===== src/mem_sys_params.svh =====
`ifndef MEM_SYS_PARAMS_SVH
`define MEM_SYS_PARAMS_SVH

// Core data and address width
`define DATA_BITS       32

// Cache geometry, 16 lines of 4 words
`define LINE_WORDS      4
`define INDEX_BITS      4

// AXI field widths
`define AXI_ID_BITS     4
`define AXI_LEN_BITS    8
`define AXI_STRB_BITS   4
`define AXI_RESP_BITS   2

// AXI encodings
`define AXI_LEN_ONE     8'd0
`define AXI_LEN_FOUR    8'd3
`define AXI_SIZE_WORD   3'd2
`define AXI_BURST_INCR  2'd1

// Address bit that bypasses the cache
`define UNCACHED_BIT    31

`endif


===== src/mem_sys_pkg.sv =====
`default_nettype none

`include "mem_sys_params.svh"

package mem_sys_pkg;

    typedef enum logic [1:0] {
        SIZE_BYTE = 2'd0,
        SIZE_HALF = 2'd1,
        SIZE_WORD = 2'd2
    } access_size_e;

    typedef enum logic [2:0] {
        IDLE  = 3'd0,
        AR_CH = 3'd1,
        R_CH  = 3'd2,
        AW_CH = 3'd3,
        W_CH  = 3'd4,
        B_CH  = 3'd5
    } master_state_e;

    // Byte lanes touched by an access of this size at this offset
    function automatic logic [`AXI_STRB_BITS-1:0] byte_lanes(access_size_e size,
                                                            logic [1:0] ofs);
        case (size)
            SIZE_BYTE: return `AXI_STRB_BITS'(1) << ofs;
            SIZE_HALF: return `AXI_STRB_BITS'(3) << {ofs[1], 1'b0};
            default:   return '1;
        endcase
    endfunction

endpackage

`default_nettype wire


===== src/cache_bus_if.sv =====
`default_nettype none

`include "mem_sys_params.svh"

interface cache_bus_if
    import mem_sys_pkg::*;
();

    // Cache to master, held until done
    logic                  rreq;
    logic                  wreq;
    logic                  single;
    logic [`DATA_BITS-1:0] addr;
    logic [`DATA_BITS-1:0] wdata;
    access_size_e          size;

    // Master to cache
    logic [`DATA_BITS-1:0] rdata;
    logic                  rbeat;
    logic                  rlast;
    logic                  done;

    modport cache (
        output rreq, wreq, single, addr, wdata, size,
        input  rdata, rbeat, rlast, done
    );

    modport master (
        input  rreq, wreq, single, addr, wdata, size,
        output rdata, rbeat, rlast, done
    );

endinterface

`default_nettype wire


===== src/dcache.sv =====
`default_nettype none

`include "mem_sys_params.svh"

module dcache
    import mem_sys_pkg::*;
(
    input  wire                      clk,
    input  wire                      rst,
    input  wire                      req_i,
    input  wire                      we_i,
    input  wire [`DATA_BITS-1:0]     addr_i,
    input  wire [`DATA_BITS-1:0]     wdata_i,
    input  wire access_size_e        size_i,
    output logic [`DATA_BITS-1:0]    rdata_o,
    output logic                     stall_o,
    cache_bus_if.cache               bus
);

    localparam int LINES     = 1 << `INDEX_BITS;
    localparam int WORD_BITS = $clog2(`LINE_WORDS);
    localparam int OFS_BITS  = $clog2(`AXI_STRB_BITS);
    localparam int LINE_OFS  = WORD_BITS + OFS_BITS;
    localparam int TAG_BITS  = `DATA_BITS - `INDEX_BITS - LINE_OFS;

    // Line store
    logic [`DATA_BITS-1:0]     line_data [LINES][`LINE_WORDS];
    logic [TAG_BITS-1:0]       line_tag  [LINES];
    logic [LINES-1:0]          line_valid;

    logic [TAG_BITS-1:0]       tag;
    logic [`INDEX_BITS-1:0]    index;
    logic [WORD_BITS-1:0]      word;
    logic                      cached;
    logic                      hit;
    logic                      fin;
    logic                      fill_beat;
    logic [WORD_BITS-1:0]      fill_cnt;
    logic [`DATA_BITS-1:0]     uncached_q;
    logic [`AXI_STRB_BITS-1:0] lanes;
    logic [`DATA_BITS-1:0]     wdata_lane;

    // Address split
    assign tag    = addr_i[`DATA_BITS-1 -: TAG_BITS];
    assign index  = addr_i[LINE_OFS +: `INDEX_BITS];
    assign word   = addr_i[OFS_BITS +: WORD_BITS];
    assign cached = !addr_i[`UNCACHED_BIT];
    assign hit    = cached && line_valid[index] && (line_tag[index] == tag);

    // Store data moved onto its byte lanes
    assign lanes      = byte_lanes(size_i, addr_i[OFS_BITS-1:0]);
    assign wdata_lane = wdata_i << {addr_i[OFS_BITS-1:0], 3'b000};

    // Core side, fin lets the access retire the cycle after done
    assign stall_o = req_i && (we_i || !hit) && !fin;
    assign rdata_o = cached ? line_data[index][word] : uncached_q;

    // Bus request follows the held core request
    assign bus.rreq   = req_i && !we_i && !hit && !fin;
    assign bus.wreq   = req_i && we_i && !fin;
    assign bus.single = !cached;
    assign bus.wdata  = wdata_lane;
    assign bus.size   = size_i;

    always_comb begin
        if (cached && !we_i) begin
            bus.addr = {addr_i[`DATA_BITS-1:LINE_OFS], {LINE_OFS{1'b0}}};
        end else begin
            bus.addr = addr_i;
        end
    end

    assign fill_beat = bus.rbeat && !bus.single;

    always_ff @(posedge clk or negedge rst) begin
        if (!rst) begin
            line_valid <= '0;
            fill_cnt   <= '0;
            fin        <= 1'b0;
        end else begin
            fin <= bus.done;
            // Line stays invalid until its last beat lands
            if (fill_beat) begin
                fill_cnt          <= bus.rlast ? '0 : fill_cnt + 1'b1;
                line_valid[index] <= bus.rlast;
            end
        end
    end

    always_ff @(posedge clk) begin
        if (fill_beat) begin
            line_data[index][fill_cnt] <= bus.rdata;
            if (bus.rlast) begin
                line_tag[index] <= tag;
            end
        end
        if (bus.rbeat && bus.single) begin
            uncached_q <= bus.rdata;
        end
        // Write hit updates the cached copy once the bus write is done
        if (bus.done && bus.wreq && hit) begin
            for (int b = 0; b < `AXI_STRB_BITS; b++) begin
                if (lanes[b]) begin
                    line_data[index][word][8*b +: 8] <= wdata_lane[8*b +: 8];
                end
            end
        end
    end

    // Requests and their address stay up until the master is done
    rreq_held: assert property (@(posedge clk) disable iff (!rst)
        bus.rreq && !bus.done |=> bus.rreq && $stable(bus.addr))
        else $error("dcache: read request dropped before done");

    wreq_held: assert property (@(posedge clk) disable iff (!rst)
        bus.wreq && !bus.done |=> bus.wreq && $stable(bus.addr))
        else $error("dcache: write request dropped before done");

endmodule

`default_nettype wire


===== src/axi_master.sv =====
`default_nettype none

`include "mem_sys_params.svh"

module axi_master
    import mem_sys_pkg::*;
(
    input  wire                          clk,
    input  wire                          rst,
    cache_bus_if.master                  bus,
    // Write address channel
    output logic                         awvalid_o,
    input  wire                          awready_i,
    output logic [`DATA_BITS-1:0]        awaddr_o,
    output logic [`AXI_LEN_BITS-1:0]     awlen_o,
    output logic [2:0]                   awsize_o,
    output logic [1:0]                   awburst_o,
    output logic [`AXI_ID_BITS-1:0]      awid_o,
    // Write data channel
    output logic                         wvalid_o,
    input  wire                          wready_i,
    output logic [`DATA_BITS-1:0]        wdata_o,
    output logic [`AXI_STRB_BITS-1:0]    wstrb_o,
    output logic                         wlast_o,
    // Write response channel
    input  wire                          bvalid_i,
    output logic                         bready_o,
    input  wire [`AXI_RESP_BITS-1:0]     bresp_i,
    // Read address channel
    output logic                         arvalid_o,
    input  wire                          arready_i,
    output logic [`DATA_BITS-1:0]        araddr_o,
    output logic [`AXI_LEN_BITS-1:0]     arlen_o,
    output logic [2:0]                   arsize_o,
    output logic [1:0]                   arburst_o,
    output logic [`AXI_ID_BITS-1:0]      arid_o,
    // Read data channel
    input  wire                          rvalid_i,
    output logic                         rready_o,
    input  wire [`DATA_BITS-1:0]         rdata_i,
    input  wire                          rlast_i,
    input  wire [`AXI_RESP_BITS-1:0]     rresp_i
);

    master_state_e state;
    master_state_e next;

    logic arhns;
    logic rhns;
    logic awhns;
    logic whns;
    logic bhns;
    logic rdfin;

    // Handshakes
    assign arhns = arvalid_o && arready_i;
    assign rhns  = rready_o && rvalid_i;
    assign awhns = awvalid_o && awready_i;
    assign whns  = wvalid_o && wready_i;
    assign bhns  = bready_o && bvalid_i;
    assign rdfin = rhns && rlast_i;

    // Request fields come straight from the held cache request
    assign araddr_o  = {bus.addr[`DATA_BITS-1:2], 2'b00};
    assign arlen_o   = bus.single ? `AXI_LEN_ONE : `AXI_LEN_FOUR;
    assign arsize_o  = `AXI_SIZE_WORD;
    assign arburst_o = `AXI_BURST_INCR;
    assign arid_o    = '0;

    assign awaddr_o  = {bus.addr[`DATA_BITS-1:2], 2'b00};
    assign awlen_o   = `AXI_LEN_ONE;
    assign awsize_o  = `AXI_SIZE_WORD;
    assign awburst_o = `AXI_BURST_INCR;
    assign awid_o    = '0;

    assign wdata_o   = bus.wdata;
    assign wstrb_o   = byte_lanes(bus.size, bus.addr[1:0]);
    assign wlast_o   = 1'b1;

    // Back to the cache
    assign bus.rdata = rdata_i;
    assign bus.rbeat = rhns;
    assign bus.rlast = rlast_i;
    assign bus.done  = rdfin || bhns;

    always_ff @(posedge clk or negedge rst) begin
        if (!rst) begin
            state <= IDLE;
        end else begin
            state <= next;
        end
    end

    always_comb begin
        next = state;
        case (state)
            IDLE: begin
                if (bus.rreq) begin
                    next = arhns ? R_CH : AR_CH;
                end else if (bus.wreq) begin
                    next = awhns ? W_CH : AW_CH;
                end
            end
            AR_CH:   next = arhns ? R_CH : AR_CH;
            R_CH:    next = rdfin ? IDLE : R_CH;
            AW_CH:   next = awhns ? W_CH : AW_CH;
            W_CH:    next = whns ? B_CH : W_CH;
            B_CH:    next = bhns ? IDLE : B_CH;
            default: next = IDLE;
        endcase
    end

    // Address valids already rise in IDLE
    always_comb begin
        arvalid_o = 1'b0;
        awvalid_o = 1'b0;
        wvalid_o  = 1'b0;
        rready_o  = 1'b0;
        bready_o  = 1'b0;
        case (state)
            IDLE: begin
                arvalid_o = bus.rreq;
                awvalid_o = bus.wreq;
            end
            AR_CH:   arvalid_o = 1'b1;
            R_CH:    rready_o  = 1'b1;
            AW_CH:   awvalid_o = 1'b1;
            W_CH:    wvalid_o  = 1'b1;
            B_CH:    bready_o  = 1'b1;
            default: ;
        endcase
    end

    ar_hold: assert property (@(posedge clk) disable iff (!rst)
        arvalid_o && !arready_i |=> arvalid_o && $stable(araddr_o))
        else $error("axi_master: ARVALID dropped before ARREADY");

    aw_hold: assert property (@(posedge clk) disable iff (!rst)
        awvalid_o && !awready_i |=> awvalid_o && $stable(awaddr_o))
        else $error("axi_master: AWVALID dropped before AWREADY");

    rd_wr_excl: assert property (@(posedge clk) disable iff (!rst)
        !(arvalid_o && (awvalid_o || wvalid_o)))
        else $error("axi_master: read and write valids high together");

    // Responses are not acted on, but must be driven by the slave
    resp_known: assert property (@(posedge clk) disable iff (!rst)
        (bhns |-> !$isunknown(bresp_i)) and (rhns |-> !$isunknown(rresp_i)))
        else $error("axi_master: unknown response code");

endmodule

`default_nettype wire


===== src/mem_sys_top.sv =====
`default_nettype none

`include "mem_sys_params.svh"

module mem_sys_top
    import mem_sys_pkg::*;
(
    input  wire                          clk,
    input  wire                          rst,
    // Core load/store port
    input  wire                          req_i,
    input  wire                          we_i,
    input  wire [`DATA_BITS-1:0]         addr_i,
    input  wire [`DATA_BITS-1:0]         wdata_i,
    input  wire access_size_e            size_i,
    output logic [`DATA_BITS-1:0]        rdata_o,
    output logic                         stall_o,
    // AXI write address
    output logic                         awvalid_o,
    input  wire                          awready_i,
    output logic [`DATA_BITS-1:0]        awaddr_o,
    output logic [`AXI_LEN_BITS-1:0]     awlen_o,
    output logic [2:0]                   awsize_o,
    output logic [1:0]                   awburst_o,
    output logic [`AXI_ID_BITS-1:0]      awid_o,
    // AXI write data
    output logic                         wvalid_o,
    input  wire                          wready_i,
    output logic [`DATA_BITS-1:0]        wdata_o,
    output logic [`AXI_STRB_BITS-1:0]    wstrb_o,
    output logic                         wlast_o,
    // AXI write response
    input  wire                          bvalid_i,
    output logic                         bready_o,
    input  wire [`AXI_RESP_BITS-1:0]     bresp_i,
    // AXI read address
    output logic                         arvalid_o,
    input  wire                          arready_i,
    output logic [`DATA_BITS-1:0]        araddr_o,
    output logic [`AXI_LEN_BITS-1:0]     arlen_o,
    output logic [2:0]                   arsize_o,
    output logic [1:0]                   arburst_o,
    output logic [`AXI_ID_BITS-1:0]      arid_o,
    // AXI read data
    input  wire                          rvalid_i,
    output logic                         rready_o,
    input  wire [`DATA_BITS-1:0]         rdata_i,
    input  wire                          rlast_i,
    input  wire [`AXI_RESP_BITS-1:0]     rresp_i
);

    cache_bus_if bus ();

    dcache u_dcache (
        .clk     (clk),
        .rst     (rst),
        .req_i   (req_i),
        .we_i    (we_i),
        .addr_i  (addr_i),
        .wdata_i (wdata_i),
        .size_i  (size_i),
        .rdata_o (rdata_o),
        .stall_o (stall_o),
        .bus     (bus.cache)
    );

    // AXI ports carry the same names as on the master
    axi_master u_axi_master (
        .bus (bus.master),
        .*
    );

endmodule

`default_nettype wire


===== config.mk =====
export PLATFORM = sky130hd
export DESIGN_NAME = mem_sys_top
export DESIGN_NICKNAME = d
export VERILOG_FILES = /design/src/mem_sys_pkg.sv /design/src/cache_bus_if.sv /design/src/dcache.sv /design/src/axi_master.sv /design/src/mem_sys_top.sv
export VERILOG_INCLUDE_DIRS = /design/src /design/src/src
export SDC_FILE = /design/constraint.sdc
export NUM_CORES = 2
export LEC_CHECK = 0
export BUFFER_PORTS_ARGS = -buffer_cell sky130_fd_sc_hd__buf_2
export CAP_MARGIN = 20
export CORE_MARGIN = 2
export CORE_UTILIZATION = 30
export CTS_BUF_LIST = sky130_fd_sc_hd__clkbuf_4 sky130_fd_sc_hd__clkbuf_8 sky130_fd_sc_hd__clkbuf_16
export DETAILED_ROUTE_END_ITERATION = 10
export MAX_ROUTING_LAYER = met4
export PLACE_DENSITY_LB_ADDON = 0.2
export SLEW_MARGIN = 20
export SYNTH_ARGS = -nofsm -noshare
export SYNTH_HDL_FRONTEND = slang
export SYNTH_SLANG_ARGS = --single-unit

===== constraint.sdc =====
create_clock -name clk -period 3.9 [get_ports clk]
set_input_delay 0.585 -clock clk [delete_from_list [all_inputs] [get_ports clk]]
set_output_delay 0.585 -clock clk [all_outputs]
set_load 0.01 [all_outputs]

==> flow_summary.yaml <==
yosys:
  async_flop_share_pct: 0.885
  ys_ff_latch: 2486
  synth_cell_type_count: 58
  synth_area_sq_um: 99600
  syn_area_per_cell_sq_um: 21.6
  synth_edf_count: 2464
  netlist_instances: 4607
  yosysSeqAreaShare_pct: 74.8
  yosys_warnings: 0
  synthFlopType: "edfxtp_1"
status:
  status: "finished, violations left"
  violations: "setup timing"
sta:
  relSlewSlack_pct: 13.1
  setup_tns_ns: -178.91
  finalCritPeriodShare_pct: 110
  setup_violations: 2366
  hold_violations: 0
  slew_viol_final: 0
  fmax_ghz: 0.232
  tightest_slew_ns: 1.29
  worst_slack_ns: -0.401
  rsz0062_at_grt: "yes"
  finClkSkew_ns: 0.0716
  fin_crit_ns: 4.30
power_and_ir_drop:
  switching_share_pct: 22.4
  power.density_nw_per_um2: 483
  pwr-share-seq_pct: 48.7
  power_frac_clock_pct: 43.6
  p_int_w: 0.0472
  netSwitchingPower_w: 0.0136
  p_total_w: 0.0608
  p_leak_nw: 41.4
  power_frac_comb_pct: 7.7
  irDropWorstVdd_mv: 0.468
placement:
  port_buffers: 243
  dp_hpwl_mm: 198
  gp_congestion: 0.785
final_layout:
  final_layout_size_suffix_gt1_share_pct: 43.6
  area_growth_pct: 26.3
  nFillCells: 29900
  finalCoreUtilization_pct: 38.1
  nets: 5777
  register_area_sq_um: 74500
  multiInputGateArea_sq_um: 24600
clock_tree:
  cts_max_level: 5
  clk_latency_ns: 0.88
  cts_tree: "yes"
  clkTransAtPathRegs_ns: 0.06
  numCtsBuffers: 283
  cts_buffer_depth: 4
  clockRootBuffer: "clkbuf_16"
  cts_sinks: 2486
setup_path:
  required_ns: 3.31
  ff2ff_setup_slack_ns: -0.16
  cpPeakStageDelay_ns: 0.51
  timing.rr.end: "u_dcache.line_data[0][90]"
  worstSetupEndpointType: "output pin"
  path_max_fanout: 3
  critPathSlowestCell: "mux4_2"
  arrival_ns: 3.72
  critical-path-top-delay-family: "multiplexers"
  worstSetupStartpointType: "flop"
  path_cells: "mux4_1 > mux4_2 > xor2_2 > a2111oi_4 > o2111a_2 > buf_6 > and3_4 > nor3_1 > o21a_1 > buf_2"
  path_class: "reg -> out"
  reg2regPathDepth: 12
  r2r-start: "u_dcache.line_tag[2][15]"
  cp_num_buf_inv: 2
floorplanning:
  io_pins: 285
  die_w_microns: 580
  fp.dieH_microns: 580
  rows: 211
  initial_utilization_pct: 30.1
  die-area_sq_um: 337000
  core_sq_um: 331000
flow_run:
  drv_cap: 0
grt:
  overflow: 0
  grt_pass1_vias: 53500
  antenna_found_initial: 27
  grt_pass1_wl_mm: 437
  grt_usage_pct: 19.0
  grt_max_degree: 81
min_path:
  hold_depth: 1
  worst_hold_path.endpoint: "u_dcache.line_tag[2][18]"
  hp-start: "addr_i[26]"
  min_path_type: "in -> reg"
drt:
  wl_per_cell_microns: 30.8
  wl_mm: 316
  viasPerCell: 5.04
  route.detailed.drc: 0
  dr_total_vias: 51700
  route.antenna.remaining_nets: 0
  drt_pass1_iterations: 5
  drt_iter0_drc: 4864
-- cells by family (layout without fill, tap and decap cells) --
kind of cell | count (synthesis) | after routing | synth area share (%)
simple gates | 563 | 563 | 2.47
flops | 2486 | 2486 | 74.8
compound gates | 151 | 154 | 1.09
mux | 1006 | 1024 | 19.4
xor+xnor | 33 | 33 | 0.290
other cells | 2 | 48 | 0.00754
fa+ha+maj | 4 | 4 | 0.0502
buf+inv | 362 | 1577 | 1.90
-- synth_stat cells, types with 4 or more instances --
cell type	number	area, sq um
buf_1	24	90.1
mux2_2	105	1180
mux2_1	68	766
nor3_4	8	130
nor3_1	6	30.0
buf_6	4	45.0
a21oi_2	15	131
edfxtp_1	2464	74000
and2_1	20	125
buf_2	81	405
xor2_1	11	96.3
a22oi_1	23	173
ha_1	4	50.1
and3_1	12	75.1
clkbuf_1	139	522
xnor2_1	22	193
dfrtp_1	22	551
nor2_1	326	1220
o22ai_1	18	113
mux2i_1	115	1150
a221oi_1	17	149
o21ai_0	23	115
nor4_1	4	25.0
a21oi_1	24	120
inv_1	7	26.3
nand2b_1	8	50.1
mux4_2	711	16000
nand2_1	134	503
nor2b_1	21	131
a211oi_1	12	90.1
buf_4	106	796
nand2_2	5	31.3
mux4_1	7	184
nand3_1	8	40.0
-- state kept, by name, indices dropped and copies added, names as in the netlist --
name,cells
u_axi_master.state,3
u_dcache.fill_cnt,2
u_dcache.fin,1
u_dcache.line_data,2048
u_dcache.line_tag,384
u_dcache.line_valid,16
u_dcache.uncached_q,32
-- power by group through the flow --
stage          registers [W]  logic, W  clock network, W
2_1_floorplan         0.0301   0.00221                 0
4_1_cts               0.0296   0.00472            0.0271
6_report              0.0296   0.00468            0.0265
5_1_grt               0.0296   0.00494            0.0281
3_5_place_dp          0.0301   0.00412                 0
3_3_place_gp          0.0301   0.00410                 0
-- worst register-to-register path, stage by stage, from the launching register on --
cell,delay (ns)
edfxtp_1,0.36
mux4_1,0.49
mux4_2,0.51
xor2_2,0.18
a2111oi_4,0.28
o2111a_2,0.29
buf_6,0.13
buf_4,0.15
nand4_4,0.13
buf_12,0.19
nor3_4,0.20
buf_12,0.18
mux2_1,0.58
-- metal layers --
metal	track usage, %	wire (microns)	up-vias
li1	-	-	21300
met5	-	0	-
met4	4.40	8590	0
met3	2.61	15100	425
met1	24.9	136000	28400
met2	31.2	156000	1590
-- per-stage QoR --
stage	area, sq um	worst slack (ns)	hold WS [ns]	instances
floorplan	100000	-0.0782	0.289	4642
finish	126000	-0.401	0.0684	10300
global placement	112000	-0.922	0.491	9559
detailed placement	112000	-0.850	0.497	9559
CTS	125000	-0.522	0.0158	10200
global route	126000	-0.516	0.0402	10300
-- final cells by class --
type                       count  area share, %
tap                         4366           4.34
inverter                       8         0.0239
clock buffer                 330           6.01
clock inverter               172           1.28
multi-input combinational   1815           19.5
antenna                       11         0.0219
sequential                  2486           59.3
timing repair buffer        1067           9.52
-- worst max path at each step --
| stage | startpoint | endpoint | slack, ns | cells after the start |
|---|---|---|---|---|
| floorplan | addr_i[5] | u_dcache.line_data[1][112] | -0.08 | 14 |
| global placement | addr_i[5] | u_dcache.line_data[12][118] | -0.92 | 15 |
| detailed placement | addr_i[5] | u_dcache.line_data[12][117] | -0.85 | 15 |
| CTS | u_dcache.line_tag[5][15] | arvalid_o | -0.52 | 10 |
| global route | u_dcache.line_tag[7][15] | arvalid_o | -0.52 | 10 |
| finish | u_dcache.line_tag[2][15] | arvalid_o | -0.40 | 10 |
-- cell usage in the layout (no fill, tap or decap), types with 71 or more instances in the layout --
cell	count
mux2_2	95
clkbuf_16	290
mux4_2	713
buf_2	222
nor2_2	71
buf_12	189
nand2_1	80
edfxtp_1	2464
buf_4	485
mux2i_1	115
nor2_1	213
-- timing repair --
action,CTS,global route
hold buffers,10,0
endpoints found under the setup margin,3400,3763
setup buffers,95,4
gates resized for setup,340,128
cloned,65,10
endpoints found under the hold margin,33,0
pin swaps,21,25
Note: power is estimated with default switching activity, not from simulation.
